<file path="src/logic/pipeline_pkg.sv">
`default_nettype none

package pipeline_pkg;

  localparam int xlen = 32;
  localparam int reg_count = 16;

  typedef logic [$clog2(reg_count)-1:0] reg_addr_t;
  typedef logic [xlen-1:0] data_t;

  typedef enum logic [3:0] {
    nop    = 4'd0,
    add    = 4'd1,
    sub    = 4'd2,
    and_op = 4'd3,
    or_op  = 4'd4,
    xor_op = 4'd5,
    addi   = 4'd6,
    load   = 4'd7,
    store  = 4'd8
  } opcode_t;

  typedef struct packed {
    opcode_t   op;
    reg_addr_t rd;
    reg_addr_t rs1;
    reg_addr_t rs2;
    data_t     imm;
  } instr_t;

  // after execute, rdata1 carries the alu result or the memory address
  typedef struct packed {
    logic   valid;
    instr_t instr;
    data_t  rdata1;
    data_t  rdata2;
  } slot_t;

  localparam slot_t init_slot = '{
    valid: 1'b0,
    instr: '{op: nop, rd: '0, rs1: '0, rs2: '0, imm: '0},
    rdata1: '0,
    rdata2: '0
  };

  function automatic logic uses_rs1(input opcode_t op);
    return op inside {add, sub, and_op, or_op, xor_op, addi, load, store};
  endfunction

  function automatic logic uses_rs2(input opcode_t op);
    return op inside {add, sub, and_op, or_op, xor_op, store};
  endfunction

  function automatic logic writes_rd(input opcode_t op);
    return op inside {add, sub, and_op, or_op, xor_op, addi, load};
  endfunction

endpackage

`default_nettype wire

</file>
<file path="src/logic/reg_read_if.sv">
`timescale 1ns/10ps
`default_nettype none

// operand read, data comes back in the same cycle
interface reg_read_if;

  logic                    rden1;
  logic                    rden2;
  pipeline_pkg::reg_addr_t raddr1;
  pipeline_pkg::reg_addr_t raddr2;
  pipeline_pkg::data_t     rdata1;
  pipeline_pkg::data_t     rdata2;

  modport requester (output rden1, rden2, raddr1, raddr2, input rdata1, rdata2);
  modport responder (input rden1, rden2, raddr1, raddr2, output rdata1, rdata2);

endinterface

`default_nettype wire

</file>
<file path="src/logic/result_if.sv">
`timescale 1ns/10ps
`default_nettype none

interface result_if;

  logic                    wen0;
  pipeline_pkg::reg_addr_t waddr0;
  pipeline_pkg::data_t     wdata0;
  logic                    wen1;
  pipeline_pkg::reg_addr_t waddr1;
  pipeline_pkg::data_t     wdata1;
  // slot 0 value still on its way from memory
  logic                    load0;

  modport source (output wen0, waddr0, wdata0, wen1, waddr1, wdata1, load0);
  modport sink (input wen0, waddr0, wdata0, wen1, waddr1, wdata1, load0);

endinterface

`default_nettype wire

</file>
<file path="src/logic/register_file.sv">
`timescale 1ns/10ps
`default_nettype none

module register_file (
  input wire            clock,
  input wire            reset,
  reg_read_if.responder rf0,
  reg_read_if.responder rf1,
  result_if.sink        wb
);

  pipeline_pkg::data_t regs [pipeline_pkg::reg_count];

  // write-through, slot 1 is the younger write
  function automatic pipeline_pkg::data_t read_port(
    input logic                    en,
    input pipeline_pkg::reg_addr_t addr
  );
    if (!en || addr == '0) return '0;
    if (wb.wen1 && wb.waddr1 == addr) return wb.wdata1;
    if (wb.wen0 && wb.waddr0 == addr) return wb.wdata0;
    return regs[addr];
  endfunction

  always_comb begin
    rf0.rdata1 = read_port(rf0.rden1, rf0.raddr1);
    rf0.rdata2 = read_port(rf0.rden2, rf0.raddr2);
    rf1.rdata1 = read_port(rf1.rden1, rf1.raddr1);
    rf1.rdata2 = read_port(rf1.rden2, rf1.raddr2);
  end

  always_ff @(posedge clock) begin
    if (!reset) begin
      for (int i = 0; i < pipeline_pkg::reg_count; i++) begin
        regs[i] <= '0;
      end
    end else begin
      if (wb.wen0) regs[wb.waddr0] <= wb.wdata0;
      if (wb.wen1) regs[wb.waddr1] <= wb.wdata1;
    end
  end

endmodule

`default_nettype wire

</file>
<file path="src/flat_wrapper.sv">
// flat-port wrapper written by rule: the top's interface ports become plain ports
module register_file_flat 
  (clock, reset, rf0_rden1, rf0_rden2, rf0_raddr1, rf0_raddr2, rf0_rdata1, rf0_rdata2, rf1_rden1, rf1_rden2, rf1_raddr1, rf1_raddr2, rf1_rdata1, rf1_rdata2, wb_wen0, wb_waddr0, wb_wdata0, wb_wen1, wb_waddr1, wb_wdata1, wb_load0);
  reg_read_if rf0_i ();
  reg_read_if rf1_i ();
  result_if wb_i ();
  input wire clock;
  input wire reset;
  input wire logic [$bits(rf0_i.rden1)-1:0] rf0_rden1;
  input wire logic [$bits(rf0_i.rden2)-1:0] rf0_rden2;
  input wire logic [$bits(rf0_i.raddr1)-1:0] rf0_raddr1;
  input wire logic [$bits(rf0_i.raddr2)-1:0] rf0_raddr2;
  output wire logic [$bits(rf0_i.rdata1)-1:0] rf0_rdata1;
  output wire logic [$bits(rf0_i.rdata2)-1:0] rf0_rdata2;
  input wire logic [$bits(rf1_i.rden1)-1:0] rf1_rden1;
  input wire logic [$bits(rf1_i.rden2)-1:0] rf1_rden2;
  input wire logic [$bits(rf1_i.raddr1)-1:0] rf1_raddr1;
  input wire logic [$bits(rf1_i.raddr2)-1:0] rf1_raddr2;
  output wire logic [$bits(rf1_i.rdata1)-1:0] rf1_rdata1;
  output wire logic [$bits(rf1_i.rdata2)-1:0] rf1_rdata2;
  input wire logic [$bits(wb_i.wen0)-1:0] wb_wen0;
  input wire logic [$bits(wb_i.waddr0)-1:0] wb_waddr0;
  input wire logic [$bits(wb_i.wdata0)-1:0] wb_wdata0;
  input wire logic [$bits(wb_i.wen1)-1:0] wb_wen1;
  input wire logic [$bits(wb_i.waddr1)-1:0] wb_waddr1;
  input wire logic [$bits(wb_i.wdata1)-1:0] wb_wdata1;
  input wire logic [$bits(wb_i.load0)-1:0] wb_load0;
  assign rf0_i.rden1 = rf0_rden1;
  assign rf0_i.rden2 = rf0_rden2;
  assign rf0_i.raddr1 = rf0_raddr1;
  assign rf0_i.raddr2 = rf0_raddr2;
  assign rf0_rdata1 = rf0_i.rdata1;
  assign rf0_rdata2 = rf0_i.rdata2;
  assign rf1_i.rden1 = rf1_rden1;
  assign rf1_i.rden2 = rf1_rden2;
  assign rf1_i.raddr1 = rf1_raddr1;
  assign rf1_i.raddr2 = rf1_raddr2;
  assign rf1_rdata1 = rf1_i.rdata1;
  assign rf1_rdata2 = rf1_i.rdata2;
  assign wb_i.wen0 = wb_wen0;
  assign wb_i.waddr0 = wb_waddr0;
  assign wb_i.wdata0 = wb_wdata0;
  assign wb_i.wen1 = wb_wen1;
  assign wb_i.waddr1 = wb_waddr1;
  assign wb_i.wdata1 = wb_wdata1;
  assign wb_i.load0 = wb_load0;
  register_file u_core (.clock(clock), .reset(reset), .rf0(rf0_i), .rf1(rf1_i), .wb(wb_i));
endmodule
</file>
<file path="config.mk">
export PLATFORM = sky130hd
export DESIGN_NAME = register_file_flat
export DESIGN_NICKNAME = d
export VERILOG_FILES = /design/src/logic/pipeline_pkg.sv /design/src/logic/reg_read_if.sv /design/src/logic/result_if.sv /design/src/logic/register_file.sv /design/src/flat_wrapper.sv
export SDC_FILE = /design/constraint.sdc
export NUM_CORES = 2
export LEC_CHECK = 0
export ABC_AREA = 1
export BUFFER_PORTS_ARGS = -buffer_cell sky130_fd_sc_hd__buf_4
export CAP_MARGIN = 15
export CORE_MARGIN = 5
export CORE_UTILIZATION = 36
export CTS_BUF_LIST = sky130_fd_sc_hd__clkbuf_16
export DETAILED_ROUTE_END_ITERATION = 6
export GPL_TIMING_DRIVEN = 0
export PLACE_DENSITY = 0.63
export SLEW_MARGIN = 20
export SYNTH_ARGS = -nofsm -noshare
export SYNTH_HDL_FRONTEND = slang
export SYNTH_SLANG_ARGS = --single-unit
</file>
<file path="constraint.sdc">
create_clock -name clock -period 3.6 [get_ports clock]
set_input_delay 0.72 -clock clock [delete_from_list [all_inputs] [get_ports clock]]
set_output_delay 0.72 -clock clock [all_outputs]
set_load 0.03 [all_outputs]
</file>
==> results.cfg <==
[hold_path]
hold_start = reset
holdPathStages = 2
holdCritPathClass = primary input to register

[layout]
fill_cells = 13280
drive_above_1_share_pct = 13.39
finish.utilization_pct = 42.99
top_regs = u_core.regs: 512 flops
largest_reg_flops = 512
multi_input_area_sq_um = 24320
syn_to_final_growth_pct = 18.73
regMostFlops = u_core.regs
final_area_sq_um = 52330
nNetsFinal = 7375
ff_latch_area_sq_um = 15370

[timing]
worst_slew_pin_slew_ns = 1.153
finalCritPeriodShare_pct = 104.6
hold_viol = 0
drv_slew = 0
fmax_ghz = 0.2656
setup_tns_ns = -5.422
whs_ns = 0.6156
slew_headroom_pct = 23.11
final-setup-viol-count = 92
period_minus_slack_ns = 3.765
rsz0062_at_grt = yes
setup_ws_ns = -0.1652

[setup_path]
path_depth = 11
path_max_fanout = 10
critPathKind = primary input to primary output
crit_path_cell_trace = buf_4, inv_2, buf_8, buf_8, o211ai_1, nand3_1, nand3_1, nand2_1, nand2_1, a21oi_1, buf_4
cpMaxStageDelayCell = buf_8
cp_data_arrival_time_ns = 3.05
startpoint_type = primary input
end_kind = primary output
crit_family = buffers and inverters
setup.worst_path.start = rf1_raddr2[1]
slowest_delay_ns = 0.32
crit_end = rf1_rdata2[0]
crit_buf_inv = 5
required_ns = 2.88

[synth]
synth_top_area_share_pct = 34.88
synth_top_family_by_area = simple AND/OR/NAND/NOR gates
synthesis.nets = 6992
synthMuxAreaShare_pct = 0
synthesis.yosys.warnings = 0
syn_inst = 6895
synthesis.area_sq_um = 44070
ys_ff_latch = 512
synth_compound_area_share_pct = 18.10
synth_cell_types = 24
synth.avg_cell_area_sq_um = 6.392
yosysSeqAreaShare_pct = 34.88
yosys.area_share.xor_xnor_pct = 0.09936
synth_common_cells = nand2_1, nand3_1, inv_1
synth_area_leader_cell = edfxtp_1
synthTopCellsByArea = edfxtp_1, nand2_1, nand3_1, o22ai_1, o211ai_1
synth_top_flop_cell = edfxtp_1
yosysMostFrequentCell = nand2_1
synth-edff-count = 512
synth_fa_ha_area_share_pct = 0
synth_simple_gate_area_share_pct = 35.85
synthArstFlopShare_pct = 0

[detailed_routing]
routed_wl_mm = 331.6
drt_iter0_markers = 10920
wl_per_cell_microns = 36.92
final_antenna_net_count = 0
drc = 0
first_pass_iters = 7
via_count = 59130
viasPerCell = 6.584

[power]
switchingPower_mw = 8.308
p_int_mw = 12.56
comb_power_share_pct = 32.0
p_leak_nw = 23.47
switching_share_pct = 39.81
peakVddDrop_mv = 0.3789
pwr-share-clk_pct = 33.7
seq_power_share_pct = 34.4
powerDensity_nw_per_um2 = 398.8

[clocking]
cts_hold_buf = 0
cts_tree = yes
cts_max_path_buffers = 3
h-tree-depth = 3
numCtsBuffers = 66
clockRootBuffer = clkbuf_16
clkSinkCount = 512
path_clk_slew_ns = 0.06

[placement]
dp_worst_setup_slack_ns = -1.372
gp_congestion = 1.078
portBuffers = 203
place.detailed.hpwl_mm = 255.1
dpl-instance-area_sq_um = 48360

[global_routing]
grt_overflow_total = 0
grt_max_degree = 15
grt_antenna_before_repair = 20
grt_pass1_vias = 53050
grt_usage_pct = 48.55
grt_first_pass_wirelength_mm = 441.3

[floorplanning]
rows = 128
die_h_microns = 359.9
io_pins = 225
coreArea_sq_um = 121700
start_util_pct = 36.21
dieWidth_microns = 359.9
die_area_sq_um = 129500

[job]
cap_violations = 0

[status]
violations = setup timing
outcome = finished, violations left
-- layout by cell type (no fill, tap or decap), types with 176 or more instances in the layout --
cell      instances
nor2_1          187
buf_4           386
nand3_1        1016
nand2_1        2618
edfxtp_1        512
clkbuf_1        176
a21oi_1         216
inv_1           530
o21ai_0         235
o211ai_1        276
o22ai_1         517
-- power by group through the flow --
stage / sequential [mW] / clock (mW) / combinational [mW]
2_1_floorplan: 7.20 / 0 / 3.21
3_3_place_gp: 7.32 / 0 / 5.88
3_5_place_dp: 7.28 / 0 / 6.00
4_1_cts: 7.16 / 6.94 / 6.20
5_1_grt: 7.19 / 7.22 / 6.78
6_report: 7.17 / 7.03 / 6.67
-- layout make-up --
class / count / share of cell area (%)
multi-input combinational: 5177 / 46.47
tap: 1625 / 3.885
timing repair buffer: 318 / 4.808
buffer: 667 / 7.326
antenna: 29 / 0.1387
sequential: 512 / 29.38
inverter: 536 / 3.873
clock buffer: 68 / 3.252
clock inverter: 49 / 0.8656
-- cells by family (layout without fill, tap and decap cells) --
group                  Yosys count  after routing
flip-flops                     512            512
other                            0             29
AND/OR/NAND/NOR               3850           3850
buffers and inverters         1206           1638
XOR/XNOR                         5              5
AO/OA/AOI/OAI                 1322           1322
-- metal layers --
metal	share of wire [%]	vias up	wire, microns	GRT usage [%]
li1	-	24140	-	-
met1	37	28090	121200	61.45
met2	40	5583	131800	69.01
met3	15	1296	48160	17.47
met4	9.1	20	30180	33.12
met5	0.081	-	267	0.2542
-- worst min path at each step --
stage,end,slack [ns]
finish,u_core.regs[14][22]$_DFFE_PP_,0.62
global placement,u_core.regs[14][16]$_DFFE_PP_,1.33
CTS,u_core.regs[14][22]$_DFFE_PP_,0.59
global route,u_core.regs[14][22]$_DFFE_PP_,0.61
detailed placement,u_core.regs[14][22]$_DFFE_PP_,1.28
floorplan,u_core.regs[10][10]$_DFFE_PP_,1.06
-- metrics by stage --
stage | power [mW] | std cells
global route | 21.19 | 8953
detailed placement | 13.28 | 8816
floorplan | 10.42 | 6895
finish | 20.87 | 8981
CTS | 20.30 | 8939
global placement | 13.20 | 8723
-- what timing repair did --
| action | in CTS | in global routing |
|---|---|---|
| buffers inserted | 9 | 13 |
| gates resized for setup | 465 | 205 |
| pin swaps | 7 | 13 |
| endpoints found under the setup margin | 128 | 121 |
(Power assumes the default switching activity.)
