--- config.mk ---
export PLATFORM = sky130hd
export DESIGN_NAME = issue_stage_flat
export DESIGN_NICKNAME = d
export VERILOG_FILES = /design/src/logic/pipeline_pkg.sv /design/src/logic/reg_read_if.sv /design/src/logic/result_if.sv /design/src/logic/issue_stage.sv /design/src/flat_wrapper.sv
export SDC_FILE = /design/constraint.sdc
export NUM_CORES = 1
export LEC_CHECK = 0
export BUFFER_PORTS_ARGS = -buffer_cell sky130_fd_sc_hd__buf_2
export CAP_MARGIN = 40
export CELL_PAD_IN_SITES_DETAIL_PLACEMENT = 2
export CELL_PAD_IN_SITES_GLOBAL_PLACEMENT = 2
export CORE_AREA = 2 2 217 219
export CTS_CLUSTER_SIZE = 40
export DETAILED_ROUTE_END_ITERATION = 12
export DIE_AREA = 0 0 219 221
export GPL_TIMING_DRIVEN = 0
export PLACE_DENSITY = 0.74
export SYNTH_ARGS = -nofsm -noshare
export SYNTH_HDL_FRONTEND = slang
export SYNTH_SLANG_ARGS = --single-unit
--- constraint.sdc ---
create_clock -name clock -period 1.9 [get_ports clock]
set_input_delay 0.285 -clock clock [delete_from_list [all_inputs] [get_ports clock]]
set_output_delay 0.285 -clock clock [all_outputs]
set_load 0.05 [all_outputs]
--- src/logic/pipeline_pkg.sv ---
`default_nettype none

package pipeline_pkg;

  localparam int xlen = 32;
  localparam int reg_count = 16;

  typedef logic [$clog2(reg_count)-1:0] reg_addr_t;
  typedef logic [xlen-1:0] data_t;

  typedef enum logic [3:0] {
    nop    = 4'd0,
    add    = 4'd1,
    sub    = 4'd2,
    and_op = 4'd3,
    or_op  = 4'd4,
    xor_op = 4'd5,
    addi   = 4'd6,
    load   = 4'd7,
    store  = 4'd8
  } opcode_t;

  typedef struct packed {
    opcode_t   op;
    reg_addr_t rd;
    reg_addr_t rs1;
    reg_addr_t rs2;
    data_t     imm;
  } instr_t;

  // after execute, rdata1 carries the alu result or the memory address
  typedef struct packed {
    logic   valid;
    instr_t instr;
    data_t  rdata1;
    data_t  rdata2;
  } slot_t;

  localparam slot_t init_slot = '{
    valid: 1'b0,
    instr: '{op: nop, rd: '0, rs1: '0, rs2: '0, imm: '0},
    rdata1: '0,
    rdata2: '0
  };

  function automatic logic uses_rs1(input opcode_t op);
    return op inside {add, sub, and_op, or_op, xor_op, addi, load, store};
  endfunction

  function automatic logic uses_rs2(input opcode_t op);
    return op inside {add, sub, and_op, or_op, xor_op, store};
  endfunction

  function automatic logic writes_rd(input opcode_t op);
    return op inside {add, sub, and_op, or_op, xor_op, addi, load};
  endfunction

endpackage

`default_nettype wire

--- src/logic/reg_read_if.sv ---
`timescale 1ns/10ps
`default_nettype none

// operand read, data comes back in the same cycle
interface reg_read_if;

  logic                    rden1;
  logic                    rden2;
  pipeline_pkg::reg_addr_t raddr1;
  pipeline_pkg::reg_addr_t raddr2;
  pipeline_pkg::data_t     rdata1;
  pipeline_pkg::data_t     rdata2;

  modport requester (output rden1, rden2, raddr1, raddr2, input rdata1, rdata2);
  modport responder (input rden1, rden2, raddr1, raddr2, output rdata1, rdata2);

endinterface

`default_nettype wire

--- src/logic/result_if.sv ---
`timescale 1ns/10ps
`default_nettype none

interface result_if;

  logic                    wen0;
  pipeline_pkg::reg_addr_t waddr0;
  pipeline_pkg::data_t     wdata0;
  logic                    wen1;
  pipeline_pkg::reg_addr_t waddr1;
  pipeline_pkg::data_t     wdata1;
  // slot 0 value still on its way from memory
  logic                    load0;

  modport source (output wen0, waddr0, wdata0, wen1, waddr1, wdata1, load0);
  modport sink (input wen0, waddr0, wdata0, wen1, waddr1, wdata1, load0);

endinterface

`default_nettype wire

--- src/logic/issue_stage.sv ---
`timescale 1ns/10ps
`default_nettype none

module issue_stage (
  input wire                  clock,
  input wire                  reset,
  input wire                  in_valid,
  input wire pipeline_pkg::instr_t in_instr0,
  input wire pipeline_pkg::instr_t in_instr1,
  input wire                  flush,
  result_if.sink              exec_res,
  reg_read_if.requester       read0,
  reg_read_if.requester       read1,
  output logic                in_ready,
  output pipeline_pkg::slot_t slot0_q,
  output pipeline_pkg::slot_t slot1_q
);

  logic                load_dest;
  logic                stall;
  logic                accept;
  pipeline_pkg::slot_t slot0_d;
  pipeline_pkg::slot_t slot1_d;

  always_comb begin
    read0.rden1 = in_valid && pipeline_pkg::uses_rs1(in_instr0.op);
    read0.rden2 = in_valid && pipeline_pkg::uses_rs2(in_instr0.op);
    read0.raddr1 = in_instr0.rs1;
    read0.raddr2 = in_instr0.rs2;
    read1.rden1 = in_valid && pipeline_pkg::uses_rs1(in_instr1.op);
    read1.rden2 = in_valid && pipeline_pkg::uses_rs2(in_instr1.op);
    read1.raddr1 = in_instr1.rs1;
    read1.raddr2 = in_instr1.rs2;
  end

  // load in slot 0 of execute, its data only shows up one cycle later
  assign load_dest = exec_res.load0 && exec_res.wen0;

  assign stall = load_dest && (
    (read0.rden1 && read0.raddr1 == exec_res.waddr0) ||
    (read0.rden2 && read0.raddr2 == exec_res.waddr0) ||
    (read1.rden1 && read1.raddr1 == exec_res.waddr0) ||
    (read1.rden2 && read1.raddr2 == exec_res.waddr0));

  assign in_ready = !stall;
  assign accept = in_valid && !stall && !flush;

  always_comb begin
    slot0_d = pipeline_pkg::init_slot;
    slot1_d = pipeline_pkg::init_slot;
    if (accept) begin
      slot0_d.valid = 1'b1;
      slot0_d.instr = in_instr0;
      slot0_d.rdata1 = read0.rdata1;
      slot0_d.rdata2 = read0.rdata2;
      slot1_d.valid = 1'b1;
      slot1_d.instr = in_instr1;
      slot1_d.rdata1 = read1.rdata1;
      slot1_d.rdata2 = read1.rdata2;
    end
  end

  always_ff @(posedge clock) begin
    if (!reset) begin
      slot0_q <= pipeline_pkg::init_slot;
      slot1_q <= pipeline_pkg::init_slot;
    end else begin
      slot0_q <= slot0_d;
      slot1_q <= slot1_d;
    end
  end

endmodule

`default_nettype wire

--- src/flat_wrapper.sv ---
// flat-port wrapper written by rule: the top's interface ports become plain ports
module issue_stage_flat 
  (clock, reset, in_valid, in_instr0, in_instr1, flush, in_ready, slot0_q, slot1_q, exec_res_wen0, exec_res_waddr0, exec_res_wdata0, exec_res_wen1, exec_res_waddr1, exec_res_wdata1, exec_res_load0, read0_rden1, read0_rden2, read0_raddr1, read0_raddr2, read0_rdata1, read0_rdata2, read1_rden1, read1_rden2, read1_raddr1, read1_raddr2, read1_rdata1, read1_rdata2);
  result_if exec_res_i ();
  reg_read_if read0_i ();
  reg_read_if read1_i ();
  input wire clock;
  input wire reset;
  input wire in_valid;
  input wire pipeline_pkg::instr_t in_instr0;
  input wire pipeline_pkg::instr_t in_instr1;
  input wire flush;
  output logic in_ready;
  output pipeline_pkg::slot_t slot0_q;
  output pipeline_pkg::slot_t slot1_q;
  input wire logic [$bits(exec_res_i.wen0)-1:0] exec_res_wen0;
  input wire logic [$bits(exec_res_i.waddr0)-1:0] exec_res_waddr0;
  input wire logic [$bits(exec_res_i.wdata0)-1:0] exec_res_wdata0;
  input wire logic [$bits(exec_res_i.wen1)-1:0] exec_res_wen1;
  input wire logic [$bits(exec_res_i.waddr1)-1:0] exec_res_waddr1;
  input wire logic [$bits(exec_res_i.wdata1)-1:0] exec_res_wdata1;
  input wire logic [$bits(exec_res_i.load0)-1:0] exec_res_load0;
  output wire logic [$bits(read0_i.rden1)-1:0] read0_rden1;
  output wire logic [$bits(read0_i.rden2)-1:0] read0_rden2;
  output wire logic [$bits(read0_i.raddr1)-1:0] read0_raddr1;
  output wire logic [$bits(read0_i.raddr2)-1:0] read0_raddr2;
  input wire logic [$bits(read0_i.rdata1)-1:0] read0_rdata1;
  input wire logic [$bits(read0_i.rdata2)-1:0] read0_rdata2;
  output wire logic [$bits(read1_i.rden1)-1:0] read1_rden1;
  output wire logic [$bits(read1_i.rden2)-1:0] read1_rden2;
  output wire logic [$bits(read1_i.raddr1)-1:0] read1_raddr1;
  output wire logic [$bits(read1_i.raddr2)-1:0] read1_raddr2;
  input wire logic [$bits(read1_i.rdata1)-1:0] read1_rdata1;
  input wire logic [$bits(read1_i.rdata2)-1:0] read1_rdata2;
  assign exec_res_i.wen0 = exec_res_wen0;
  assign exec_res_i.waddr0 = exec_res_waddr0;
  assign exec_res_i.wdata0 = exec_res_wdata0;
  assign exec_res_i.wen1 = exec_res_wen1;
  assign exec_res_i.waddr1 = exec_res_waddr1;
  assign exec_res_i.wdata1 = exec_res_wdata1;
  assign exec_res_i.load0 = exec_res_load0;
  assign read0_rden1 = read0_i.rden1;
  assign read0_rden2 = read0_i.rden2;
  assign read0_raddr1 = read0_i.raddr1;
  assign read0_raddr2 = read0_i.raddr2;
  assign read0_i.rdata1 = read0_rdata1;
  assign read0_i.rdata2 = read0_rdata2;
  assign read1_rden1 = read1_i.rden1;
  assign read1_rden2 = read1_i.rden2;
  assign read1_raddr1 = read1_i.raddr1;
  assign read1_raddr2 = read1_i.raddr2;
  assign read1_i.rdata1 = read1_rdata1;
  assign read1_i.rdata2 = read1_rdata2;
  issue_stage u_core (.clock(clock), .reset(reset), .in_valid(in_valid), .in_instr0(in_instr0), .in_instr1(in_instr1), .flush(flush), .exec_res(exec_res_i), .read0(read0_i), .read1(read1_i), .in_ready(in_ready), .slot0_q(slot0_q), .slot1_q(slot1_q));
endmodule
==> results.toml <==
[synthesis]
async_flop_share_pct = 0
synth-edff-count = 0
yosysTopAreaCell = "dfxtp_1"
ys_seq_area_share_pct = 55.7
ys_types = 28
syn-num-nets = 1112
synth-seq-cells = 225
synth_top_flop_cell = "dfxtp_1"
syn_inst = 809
yosys_warnings = 0
netlist_top_cells_area = "dfxtp_1, nor3_2, nand2_1"
synth_top_cell_area_share_pct = 55.7
synth_area_sq_um = 8090
avgSynthCellArea_sq_um = 10.0

[clock_network]
clockRootBuffer = "clkbuf_16"
cts_buffer_depth = 3
cts_made_buffers = 27
cts_sinks = 225
cts_tree = "built"
clk_pin_slew_ns = 0.06
h-tree-depth = 1

[drt]
drcViolationCount = 0
drt_iter0_drc = 259
via_per_inst = 4.08
dr.pass1.iters = 7
ant_nets = 0
wl_microns = 44500
avgRoutedWirePerCell_microns = 20.6
vias = 8794

[worst_hold_path]
holdPathStages = 3
hold_class = "input port to flip-flop"

[timing]
hold_ws_ns = 0.0256
report.final.slew_viol_count = 0
postLayoutSetupSlackWorst_ns = -0.157
rsz0062_at_grt = "yes"
tns_ns = -0.157
tightest_slew_ns = 0.686
final-setup-viol-count = 1
hold_viol_final = 0
relSlewSlack_pct = 54.2
fin_crit_ns = 2.06
fmaxAchievable_mhz = 486
min_period_over_period_pct = 108

[place]
globalplace.congestion = 0.810
io_buffers = 480
dp_slack_ns = -1.22
dpl-instance-area_sq_um = 11300
hpwl_microns = 28400
placed_cells = 1896

[power_and_ir_drop]
max-vdd-ir-drop_v = 0.000473
powerDensity_nw_per_um2 = 819
p_leak_nw = 7.26
finalPower_mw = 11.8

[critical_path]
worstPathRequired_ns = 1.62
crit_fanout = 6
crit_path_start_kind = "input port"
cp_data_arrival_time_ns = 1.77
cp-end-kind = "primary output"
path_class = "input port to primary output"

[die]
core.rowCount = 79
start_util_pct = 17.6
fp.coreArea_sq_um = 46100
dieArea_sq_um = 48400
die_w_microns = 219
die_height_microns = 221
ios = 550

[grt]
grt-ovfl-total = 0
grt_max_degree = 19
grt_pass1_wl_microns = 65400
track_usage_pct = 17.8
antenna_found_initial = 4
grt_pass1_vias = 10365

[layout]
drive_gt1_share_pct = 47.0
fin_area_sq_um = 14300
final_cells = 2158
utilization_pct = 31.1
final_nets = 1832
final_cell_mix = "buf_2, nand2_1, dfxtp_1"
area_delta_synth_final_pct = 77.3
mostFrequentLayoutCell = "buf_2"

[outcome]
violations = "negative setup slack"
status = "complete, but fails checks"

[job]
cap_violations = 0
==> kinds of logic after synthesis <==
kind of cell | after synthesis | share of synthesized area [%]
AOI/OAI and AO/OA | 8 | 0.835
xor gates and xnor gates | 16 | 1.73
buffers and inverters | 91 | 7.25
DFF | 225 | 55.7
muxes | 1 | 0.124
and+or+nand+nor | 468 | 34.4
==> flip-flops by register name (all words and copies together), names as in the netlist <==
| name | cells |
|---|---|
| u_core.slot1_q | 113 |
| u_core.slot0_q | 112 |
==> power breakdown <==
group / internal (mW) / switching [mW] / total, mW
clock: 2.92 / 2.12 / 5.04
sequential: 4.85 / 0.0405 / 4.89
combinational: 0.707 / 1.12 / 1.82
total: 8.48 / 3.28 / 11.8
==> critical path, stage by stage <==
cell     delay [ns]
buf_12         0.11
or4_4          0.52
and3_4         0.18
a22oi_2        0.20
nor2_4         0.08
buf_12         0.14
nor2_4         0.08
buf_6          0.16
==> synthesized netlist by cell type (2+ instances only) <==
library cell / number
and3_1: 2
nor3b_1: 2
nor2_1: 4
nor3_1: 85
buf_6: 16
dfxtp_1: 225
nor4_1: 3
buf_1: 5
xor2_1: 11
nor3_2: 139
o31ai_1: 4
or4_1: 2
clkbuf_1: 36
xnor2_1: 5
buf_4: 33
nand2_1: 225
==> metal layers <==
layer,share of wire (%),wire length (microns),global-route usage [%],vias to the layer above
li1,-,-,-,4076
met1,37,16400,18.6,4271
met2,53,23500,33.8,364
met3,6.7,2990,4.49,81
met4,3.6,1580,6.67,2
met5,0.029,13,0,-
==> final timing paths <==
| kind | startpoint | endpoint | slack (ns) |
|---|---|---|---|
| max | in_instr1[45] | in_ready | -0.16 |
| min | in_instr0[33] | u_core.slot0_q[97] | 0.03 |
==> what timing repair did <==
| item | CTS | global route |
|---|---|---|
| setup buffers | 6 | 0 |
| hold endpoints to repair | 208 | 0 |
| pin swaps | 5 | 6 |
| hold buffers | 208 | 0 |
| endpoints found under the setup margin | 149 | 9 |
| resized for setup | 34 | 9 |
==> layout make-up <==
type / instances / area [sq um]
diodes: 3 / 7.51
plain buffers: 88 / 603
well taps: 607 / 759
repair buffers: 694 / 4580
clock inverters: 4 / 22.5
clock buffers: 44 / 820
flip-flops and latches: 225 / 4500
multi-input cells: 493 / 3050
fillers: 5146 / 31700
Note: power is estimated with default switching activity, not from simulation.
