===== src/logic/pipeline_pkg.sv =====
`default_nettype none

package pipeline_pkg;

  localparam int xlen = 32;
  localparam int reg_count = 16;

  typedef logic [$clog2(reg_count)-1:0] reg_addr_t;
  typedef logic [xlen-1:0] data_t;

  typedef enum logic [3:0] {
    nop    = 4'd0,
    add    = 4'd1,
    sub    = 4'd2,
    and_op = 4'd3,
    or_op  = 4'd4,
    xor_op = 4'd5,
    addi   = 4'd6,
    load   = 4'd7,
    store  = 4'd8
  } opcode_t;

  typedef struct packed {
    opcode_t   op;
    reg_addr_t rd;
    reg_addr_t rs1;
    reg_addr_t rs2;
    data_t     imm;
  } instr_t;

  // after execute, rdata1 carries the alu result or the memory address
  typedef struct packed {
    logic   valid;
    instr_t instr;
    data_t  rdata1;
    data_t  rdata2;
  } slot_t;

  localparam slot_t init_slot = '{
    valid: 1'b0,
    instr: '{op: nop, rd: '0, rs1: '0, rs2: '0, imm: '0},
    rdata1: '0,
    rdata2: '0
  };

  function automatic logic uses_rs1(input opcode_t op);
    return op inside {add, sub, and_op, or_op, xor_op, addi, load, store};
  endfunction

  function automatic logic uses_rs2(input opcode_t op);
    return op inside {add, sub, and_op, or_op, xor_op, store};
  endfunction

  function automatic logic writes_rd(input opcode_t op);
    return op inside {add, sub, and_op, or_op, xor_op, addi, load};
  endfunction

endpackage

`default_nettype wire


===== src/logic/reg_read_if.sv =====
`timescale 1ns/10ps
`default_nettype none

// operand read, data comes back in the same cycle
interface reg_read_if;

  logic                    rden1;
  logic                    rden2;
  pipeline_pkg::reg_addr_t raddr1;
  pipeline_pkg::reg_addr_t raddr2;
  pipeline_pkg::data_t     rdata1;
  pipeline_pkg::data_t     rdata2;

  modport requester (output rden1, rden2, raddr1, raddr2, input rdata1, rdata2);
  modport responder (input rden1, rden2, raddr1, raddr2, output rdata1, rdata2);

endinterface

`default_nettype wire


===== src/logic/result_if.sv =====
`timescale 1ns/10ps
`default_nettype none

interface result_if;

  logic                    wen0;
  pipeline_pkg::reg_addr_t waddr0;
  pipeline_pkg::data_t     wdata0;
  logic                    wen1;
  pipeline_pkg::reg_addr_t waddr1;
  pipeline_pkg::data_t     wdata1;
  // slot 0 value still on its way from memory
  logic                    load0;

  modport source (output wen0, waddr0, wdata0, wen1, waddr1, wdata1, load0);
  modport sink (input wen0, waddr0, wdata0, wen1, waddr1, wdata1, load0);

endinterface

`default_nettype wire


===== src/logic/forwarding_unit.sv =====
`timescale 1ns/10ps
`default_nettype none

module forwarding_unit (
  reg_read_if.responder req0,
  reg_read_if.responder req1,
  reg_read_if.requester rf0,
  reg_read_if.requester rf1,
  result_if.sink        exec_res,
  result_if.sink        mem_res
);

  // the execute result is newest and the register file oldest
  function automatic pipeline_pkg::data_t pick(
    input logic                    en,
    input pipeline_pkg::reg_addr_t addr,
    input pipeline_pkg::data_t     rf_data
  );
    if (!en || addr == '0) return rf_data;
    if (exec_res.wen1 && exec_res.waddr1 == addr) return exec_res.wdata1;
    if (exec_res.wen0 && !exec_res.load0 && exec_res.waddr0 == addr) begin
      return exec_res.wdata0;
    end
    if (mem_res.wen1 && mem_res.waddr1 == addr) return mem_res.wdata1;
    if (mem_res.wen0 && mem_res.waddr0 == addr) return mem_res.wdata0;
    return rf_data;
  endfunction

  always_comb begin
    rf0.rden1 = req0.rden1;
    rf0.rden2 = req0.rden2;
    rf0.raddr1 = req0.raddr1;
    rf0.raddr2 = req0.raddr2;
    rf1.rden1 = req1.rden1;
    rf1.rden2 = req1.rden2;
    rf1.raddr1 = req1.raddr1;
    rf1.raddr2 = req1.raddr2;

    req0.rdata1 = pick(req0.rden1, req0.raddr1, rf0.rdata1);
    req0.rdata2 = pick(req0.rden2, req0.raddr2, rf0.rdata2);
    req1.rdata1 = pick(req1.rden1, req1.raddr1, rf1.rdata1);
    req1.rdata2 = pick(req1.rden2, req1.raddr2, rf1.rdata2);
  end

endmodule

`default_nettype wire


===== src/flat_wrapper.sv =====
// flat-port wrapper written by rule: the top's interface ports become plain ports
module forwarding_unit_flat 
  (req0_rden1, req0_rden2, req0_raddr1, req0_raddr2, req0_rdata1, req0_rdata2, req1_rden1, req1_rden2, req1_raddr1, req1_raddr2, req1_rdata1, req1_rdata2, rf0_rden1, rf0_rden2, rf0_raddr1, rf0_raddr2, rf0_rdata1, rf0_rdata2, rf1_rden1, rf1_rden2, rf1_raddr1, rf1_raddr2, rf1_rdata1, rf1_rdata2, exec_res_wen0, exec_res_waddr0, exec_res_wdata0, exec_res_wen1, exec_res_waddr1, exec_res_wdata1, exec_res_load0, mem_res_wen0, mem_res_waddr0, mem_res_wdata0, mem_res_wen1, mem_res_waddr1, mem_res_wdata1, mem_res_load0);
  reg_read_if req0_i ();
  reg_read_if req1_i ();
  reg_read_if rf0_i ();
  reg_read_if rf1_i ();
  result_if exec_res_i ();
  result_if mem_res_i ();
  input wire logic [$bits(req0_i.rden1)-1:0] req0_rden1;
  input wire logic [$bits(req0_i.rden2)-1:0] req0_rden2;
  input wire logic [$bits(req0_i.raddr1)-1:0] req0_raddr1;
  input wire logic [$bits(req0_i.raddr2)-1:0] req0_raddr2;
  output wire logic [$bits(req0_i.rdata1)-1:0] req0_rdata1;
  output wire logic [$bits(req0_i.rdata2)-1:0] req0_rdata2;
  input wire logic [$bits(req1_i.rden1)-1:0] req1_rden1;
  input wire logic [$bits(req1_i.rden2)-1:0] req1_rden2;
  input wire logic [$bits(req1_i.raddr1)-1:0] req1_raddr1;
  input wire logic [$bits(req1_i.raddr2)-1:0] req1_raddr2;
  output wire logic [$bits(req1_i.rdata1)-1:0] req1_rdata1;
  output wire logic [$bits(req1_i.rdata2)-1:0] req1_rdata2;
  output wire logic [$bits(rf0_i.rden1)-1:0] rf0_rden1;
  output wire logic [$bits(rf0_i.rden2)-1:0] rf0_rden2;
  output wire logic [$bits(rf0_i.raddr1)-1:0] rf0_raddr1;
  output wire logic [$bits(rf0_i.raddr2)-1:0] rf0_raddr2;
  input wire logic [$bits(rf0_i.rdata1)-1:0] rf0_rdata1;
  input wire logic [$bits(rf0_i.rdata2)-1:0] rf0_rdata2;
  output wire logic [$bits(rf1_i.rden1)-1:0] rf1_rden1;
  output wire logic [$bits(rf1_i.rden2)-1:0] rf1_rden2;
  output wire logic [$bits(rf1_i.raddr1)-1:0] rf1_raddr1;
  output wire logic [$bits(rf1_i.raddr2)-1:0] rf1_raddr2;
  input wire logic [$bits(rf1_i.rdata1)-1:0] rf1_rdata1;
  input wire logic [$bits(rf1_i.rdata2)-1:0] rf1_rdata2;
  input wire logic [$bits(exec_res_i.wen0)-1:0] exec_res_wen0;
  input wire logic [$bits(exec_res_i.waddr0)-1:0] exec_res_waddr0;
  input wire logic [$bits(exec_res_i.wdata0)-1:0] exec_res_wdata0;
  input wire logic [$bits(exec_res_i.wen1)-1:0] exec_res_wen1;
  input wire logic [$bits(exec_res_i.waddr1)-1:0] exec_res_waddr1;
  input wire logic [$bits(exec_res_i.wdata1)-1:0] exec_res_wdata1;
  input wire logic [$bits(exec_res_i.load0)-1:0] exec_res_load0;
  input wire logic [$bits(mem_res_i.wen0)-1:0] mem_res_wen0;
  input wire logic [$bits(mem_res_i.waddr0)-1:0] mem_res_waddr0;
  input wire logic [$bits(mem_res_i.wdata0)-1:0] mem_res_wdata0;
  input wire logic [$bits(mem_res_i.wen1)-1:0] mem_res_wen1;
  input wire logic [$bits(mem_res_i.waddr1)-1:0] mem_res_waddr1;
  input wire logic [$bits(mem_res_i.wdata1)-1:0] mem_res_wdata1;
  input wire logic [$bits(mem_res_i.load0)-1:0] mem_res_load0;
  assign req0_i.rden1 = req0_rden1;
  assign req0_i.rden2 = req0_rden2;
  assign req0_i.raddr1 = req0_raddr1;
  assign req0_i.raddr2 = req0_raddr2;
  assign req0_rdata1 = req0_i.rdata1;
  assign req0_rdata2 = req0_i.rdata2;
  assign req1_i.rden1 = req1_rden1;
  assign req1_i.rden2 = req1_rden2;
  assign req1_i.raddr1 = req1_raddr1;
  assign req1_i.raddr2 = req1_raddr2;
  assign req1_rdata1 = req1_i.rdata1;
  assign req1_rdata2 = req1_i.rdata2;
  assign rf0_rden1 = rf0_i.rden1;
  assign rf0_rden2 = rf0_i.rden2;
  assign rf0_raddr1 = rf0_i.raddr1;
  assign rf0_raddr2 = rf0_i.raddr2;
  assign rf0_i.rdata1 = rf0_rdata1;
  assign rf0_i.rdata2 = rf0_rdata2;
  assign rf1_rden1 = rf1_i.rden1;
  assign rf1_rden2 = rf1_i.rden2;
  assign rf1_raddr1 = rf1_i.raddr1;
  assign rf1_raddr2 = rf1_i.raddr2;
  assign rf1_i.rdata1 = rf1_rdata1;
  assign rf1_i.rdata2 = rf1_rdata2;
  assign exec_res_i.wen0 = exec_res_wen0;
  assign exec_res_i.waddr0 = exec_res_waddr0;
  assign exec_res_i.wdata0 = exec_res_wdata0;
  assign exec_res_i.wen1 = exec_res_wen1;
  assign exec_res_i.waddr1 = exec_res_waddr1;
  assign exec_res_i.wdata1 = exec_res_wdata1;
  assign exec_res_i.load0 = exec_res_load0;
  assign mem_res_i.wen0 = mem_res_wen0;
  assign mem_res_i.waddr0 = mem_res_waddr0;
  assign mem_res_i.wdata0 = mem_res_wdata0;
  assign mem_res_i.wen1 = mem_res_wen1;
  assign mem_res_i.waddr1 = mem_res_waddr1;
  assign mem_res_i.wdata1 = mem_res_wdata1;
  assign mem_res_i.load0 = mem_res_load0;
  forwarding_unit u_core (.req0(req0_i), .req1(req1_i), .rf0(rf0_i), .rf1(rf1_i), .exec_res(exec_res_i), .mem_res(mem_res_i));
endmodule

===== config.mk =====
export PLATFORM = sky130hd
export DESIGN_NAME = forwarding_unit_flat
export DESIGN_NICKNAME = d
export VERILOG_FILES = /design/src/logic/pipeline_pkg.sv /design/src/logic/reg_read_if.sv /design/src/logic/result_if.sv /design/src/logic/forwarding_unit.sv /design/src/flat_wrapper.sv
export SDC_FILE = /design/constraint.sdc
export NUM_CORES = 1
export LEC_CHECK = 0
export ABC_CLOCK_PERIOD_IN_PS = 2620
export BUFFER_PORTS_ARGS = -buffer_cell sky130_fd_sc_hd__buf_2
export CORE_AREA = 2 2 176 178
export DETAILED_ROUTE_END_ITERATION = 10
export DIE_AREA = 0 0 178 180
export GPL_TIMING_DRIVEN = 0
export PLACE_DENSITY_LB_ADDON = 0.08
export SYNTH_ARGS = -nofsm -noshare
export SYNTH_HDL_FRONTEND = slang
export SYNTH_SLANG_ARGS = --single-unit

===== constraint.sdc =====
create_clock -name vclk -period 2.62
set_input_delay 0.131 -clock vclk [all_inputs]
set_output_delay 0.131 -clock vclk [all_outputs]
set_load 0.005 [all_outputs]

==> load_flow_metrics.sql <==
INSERT INTO impl_metrics (metric_group, metric, value, unit) VALUES
('status', 'outcome', 'finished, final reports clean', ''),
('global_route', 'total_routing_resource_utilization_after_global_routing', '37.1', '%'),
('layout', 'register_area', '0', 'µm²'),
('pwr', 'cellLeakagePower', '0.00532', 'µW'),
('yosys', 'synth_area', '8810', 'µm²'),
('layout', 'mostFrequentLayoutCells', 'sky130_fd_sc_hd__buf_2 (441), sky130_fd_sc_hd__nor2_1 (192), sky130_fd_sc_hd__o21ai_0 (128), sky130_fd_sc_hd__clkbuf_1 (121), sky130_fd_sc_hd__nand3_1 (100)', ''),
('timing', 'total_count_of_hold_check_failures_in_the_final_report', '0', ''),
('yosys', 'postSynthAreaPerCell', '5.73', 'µm²'),
('yosys', 'synth_sequential_area_ratio', '0', '%'),
('layout', 'fin_cells', '2377', ''),
('drt', 'via_per_inst', '6.15', ''),
('worst_hold_path', 'worstHoldStart', 'req1_raddr1[1]', ''),
('timing', 'period_minus_slack', '2520', 'ps'),
('critical_path', 'worst-path-max-fanout', '10', ''),
('timing', 'worstMarginPinSlew', '850', 'ps'),
('global_route', 'grt_max_degree', '11', ''),
('yosys', 'postSynthCellCount', '1538', ''),
('yosys', 'synth_top_area_share', '8.35', '%'),
('floorplanning', 'initial_core_util', '29.2', '%'),
('layout', 'nClkBuffers', '0', ''),
('floorplanning', 'die_extent_in_y', '180', 'µm'),
('global_route', 'wire_length_of_the_first_global_routing_pass', '90.2', 'mm'),
('layout', 'layout-area-overhead-vs-synth', '33.2', '%'),
('critical_path', 'cp_data_required_time', '2490', 'ps'),
('timing', 'timing.final.setup_violations', '0', ''),
('pwr', 'p_sw_share', '62.0', '%'),
('pwr', 'pwr-share-clk', '0', '%'),
('yosys', 'netlist.top_cell.by_area', 'sky130_fd_sc_hd__nor2_1', ''),
('worst_hold_path', 'min_delay_worst_endpoint', 'rf1_raddr1[1]', ''),
('layout', 'layout.cells.most_common', 'sky130_fd_sc_hd__buf_2', ''),
('yosys', 'synthesis.nets', '1836', ''),
('drt', 'first_pass_iters', '6', ''),
('layout', 'numSequentialCells', '0', ''),
('pwr', 'comb_power_share', '100.0', '%'),
('floorplanning', 'chipWidth', '178', 'µm'),
('drt', 'detail_route.drc_violations', '0', ''),
('critical_path', 'critical_path_arrival', '2390', 'ps'),
('floorplanning', 'floorplan.die_area', '32000', 'µm²'),
('cts', 'cts-hold-fix-buffers', '0', ''),
('yosys', 'synth_cell_type_count', '38', ''),
('placement', 'port-buffer-count', '424', ''),
('floorplanning', 'num_io_pins', '446', ''),
('drt', 'routed_wl', '62.6', 'mm'),
('critical_path', 'setup.worst_path.start_class', 'input pin', ''),
('pwr', 'power.density_cell_area', '214', 'nW/µm²'),
('pwr', 'netSwitchingPower', '1560', 'µW'),
('timing', 'maxClockFrequency', '0.397', 'GHz'),
('critical_path', 'criticalPathCategory', 'in2out', ''),
('timing', 'hold_worst_slack', '427', 'ps'),
('global_route', 'globalRouteOverflowTotal', '0', ''),
('floorplanning', 'core_region_area', '30200', 'µm²'),
('yosys', 'number_of_warnings_printed_during_yosys_synthesis', '0', ''),
('floorplanning', 'placement_rows', '64', ''),
('timing', 'report.final.slew_viol_count', '0', ''),
('drt', 'vias', '14600', ''),
('pwr', 'seqPwrFrac', '0', '%'),
('layout', 'fin_nets', '2274', ''),
('pwr', 'power_report.internal_total', '955', 'µW'),
('drt', 'ant_nets', '0', ''),
('drt', 'dr.first_iter.drc_count', '1681', ''),
('global_route', 'grt_antenna_before_repair', '8', ''),
('worst_hold_path', 'timing.hold.worst_path_depth', '2', ''),
('global_route', 'number_of_global_route_vias_before_repair', '14200', ''),
('layout', 'fillCellCount', '3604', ''),
('timing', 'worst_slew_margin_rel', '42.9', '%'),
('yosys', 'ys_top_cells_by_area', 'sky130_fd_sc_hd__nor2_1 (8.4%), sky130_fd_sc_hd__a21o_1 (8.2%), sky130_fd_sc_hd__o21ai_0 (7.3%)', ''),
('placement', 'finalWeightedCongestion', '0.979', ''),
('placement', 'dpl.hpwl', '48.7', 'mm'),
('critical_path', 'end_kind', 'primary output', ''),
('pwr', 'vdd_ir_drop_max', '0.0000824', 'V'),
('layout', 'post_route_cells_drive_above_1_share', '28.8', '%'),
('timing', 'post-route-period-util', '96.2', '%'),
('placement', 'cell_count_post_placement', '2359', ''),
('worst_hold_path', 'hold_path.class', 'in2out', ''),
('run', 'maxcap_violations', '0', ''),
('drt', 'post_drt_wl_per_cell', '26.3', 'µm'),
('timing', 'grt_setup_unrepaired', 'false', '');
per-layer routing:
metal	wire length, µm	share of wire, %	GRT usage [%]
met1	25200	40	49.3
met2	27200	43	57.5
met3	6970	11	7.23
met4	3270	5.2	16.6
met5	7	0.011	0
kinds of logic (layout without fill, tap and decap cells):
logic type | Yosys count | count (layout) | share of synthesized area [%]
compound gates | 684 | 684 | 54.1
buf+inv | 279 | 715 | 12.9
xor+xnor | 58 | 58 | 5.77
simple gates | 517 | 517 | 27.2
other cells | 0 | 7 | 0
per-stage QoR:
step / cell area [µm²] / util, % / total power (µW) / TNS (ps) / worst slack [ps]
2_1_floorplan: 8810 / - / 1270 / 0 / 836
6_report: 11700 / 38.9 / 2510 / 0 / 99.3
3_5_place_dp: 11500 / 37.9 / 2380 / -39950 / -517
5_1_grt: 11700 / 38.9 / 2670 / 0 / 1.64
3_3_place_gp: 11400 / 37.8 / 2380 / -40020 / -583
4_1_cts: 11600 / 38.6 / 2420 / 0 / 16.8
cell type report:
| type | instances | area (µm²) | area share, % |
|---|---|---|---|
| multi-input combinational | 1259 | 7790 | 66.4 |
| timing repair buffer | 438 | 2240 | 19.1 |
| buffer | 204 | 912 | 7.77 |
| tap | 396 | 495 | 4.22 |
| inverter | 73 | 274 | 2.34 |
| antenna | 7 | 17.5 | 0.149 |
repair_timing:
item | in CTS | in global routing
cloned | 0 | 0
endpoints found under the setup margin | 124 | 97
pin swaps | 5 | 1
setup buffers | 11 | 2
resized for setup | 29 | 62
endpoints found under the hold margin | 0 | 0
power by group through the flow:
| stage | Combinational [µW] | Clock [µW] | Sequential (µW) |
|---|---|---|---|
| floorplan | 1270 | 0 | 0 |
| CTS | 2420 | 0 | 0 |
| global placement | 2380 | 0 | 0 |
| global route | 2670 | 0.000255 | 0 |
| finish | 2510 | 0.000191 | 0 |
| detailed placement | 2380 | 0 | 0 |
critical path, stage by stage:
cell,delay [ps]
sky130_fd_sc_hd__clkbuf_1,190
sky130_fd_sc_hd__o41a_1,500
sky130_fd_sc_hd__clkbuf_2,240
sky130_fd_sc_hd__clkbuf_1,340
sky130_fd_sc_hd__a31oi_1,330
sky130_fd_sc_hd__o211ai_1,140
sky130_fd_sc_hd__o2bb2ai_1,330
sky130_fd_sc_hd__buf_2,180
how the worst max path moves through the flow:
stage / slack [ps] / startpoint / end / depth (start not counted)
after floorplan: 840 / req1_raddr1[0] / req1_rdata1[1] / 7
after global placement: -580 / req1_raddr2[1] / req1_rdata2[21] / 8
after detailed placement: -520 / req1_raddr1[0] / req1_rdata1[2] / 8
after CTS: 20 / req0_raddr1[2] / req0_rdata1[13] / 8
after global routing: 2 / req1_raddr1[1] / req1_rdata1[7] / 8
final: 100 / req0_raddr2[0] / req0_rdata2[22] / 8
synthesized netlist by cell type:
| cell | instances |
|---|---|
| sky130_fd_sc_hd__o21bai_1 | 2 |
| sky130_fd_sc_hd__a31oi_1 | 96 |
| sky130_fd_sc_hd__or2_1 | 2 |
| sky130_fd_sc_hd__a21o_1 | 96 |
| sky130_fd_sc_hd__xor2_1 | 22 |
| sky130_fd_sc_hd__a21oi_1 | 32 |
| sky130_fd_sc_hd__xnor2_1 | 36 |
| sky130_fd_sc_hd__o41a_1 | 2 |
| sky130_fd_sc_hd__nand4_1 | 6 |
| sky130_fd_sc_hd__buf_2 | 13 |
| sky130_fd_sc_hd__nand3_1 | 100 |
| sky130_fd_sc_hd__inv_2 | 2 |
| sky130_fd_sc_hd__nand2b_1 | 68 |
| sky130_fd_sc_hd__o41ai_1 | 2 |
| sky130_fd_sc_hd__a222oi_1 | 2 |
| sky130_fd_sc_hd__and3_1 | 6 |
| sky130_fd_sc_hd__nand2_1 | 98 |
| sky130_fd_sc_hd__a21bo_2 | 2 |
| sky130_fd_sc_hd__a211oi_1 | 64 |
| sky130_fd_sc_hd__o2111a_1 | 1 |
| sky130_fd_sc_hd__clkinv_1 | 1 |
| sky130_fd_sc_hd__nor2b_1 | 3 |
| sky130_fd_sc_hd__nor3_1 | 2 |
| sky130_fd_sc_hd__o21ai_0 | 128 |
| sky130_fd_sc_hd__o21a_1 | 64 |
| sky130_fd_sc_hd__o211ai_1 | 32 |
| sky130_fd_sc_hd__nor2_1 | 196 |
| sky130_fd_sc_hd__a2111oi_2 | 1 |
| sky130_fd_sc_hd__buf_4 | 20 |
| sky130_fd_sc_hd__o2111ai_1 | 32 |
| sky130_fd_sc_hd__inv_1 | 70 |
| sky130_fd_sc_hd__buf_1 | 9 |
| sky130_fd_sc_hd__or2_2 | 32 |
| sky130_fd_sc_hd__nor4_2 | 4 |
| sky130_fd_sc_hd__a311oi_1 | 64 |
| sky130_fd_sc_hd__clkbuf_1 | 164 |
| sky130_fd_sc_hd__o2bb2ai_1 | 32 |
| sky130_fd_sc_hd__o22ai_1 | 32 |
No activity file was read; power rests on OpenSTA's default activity.
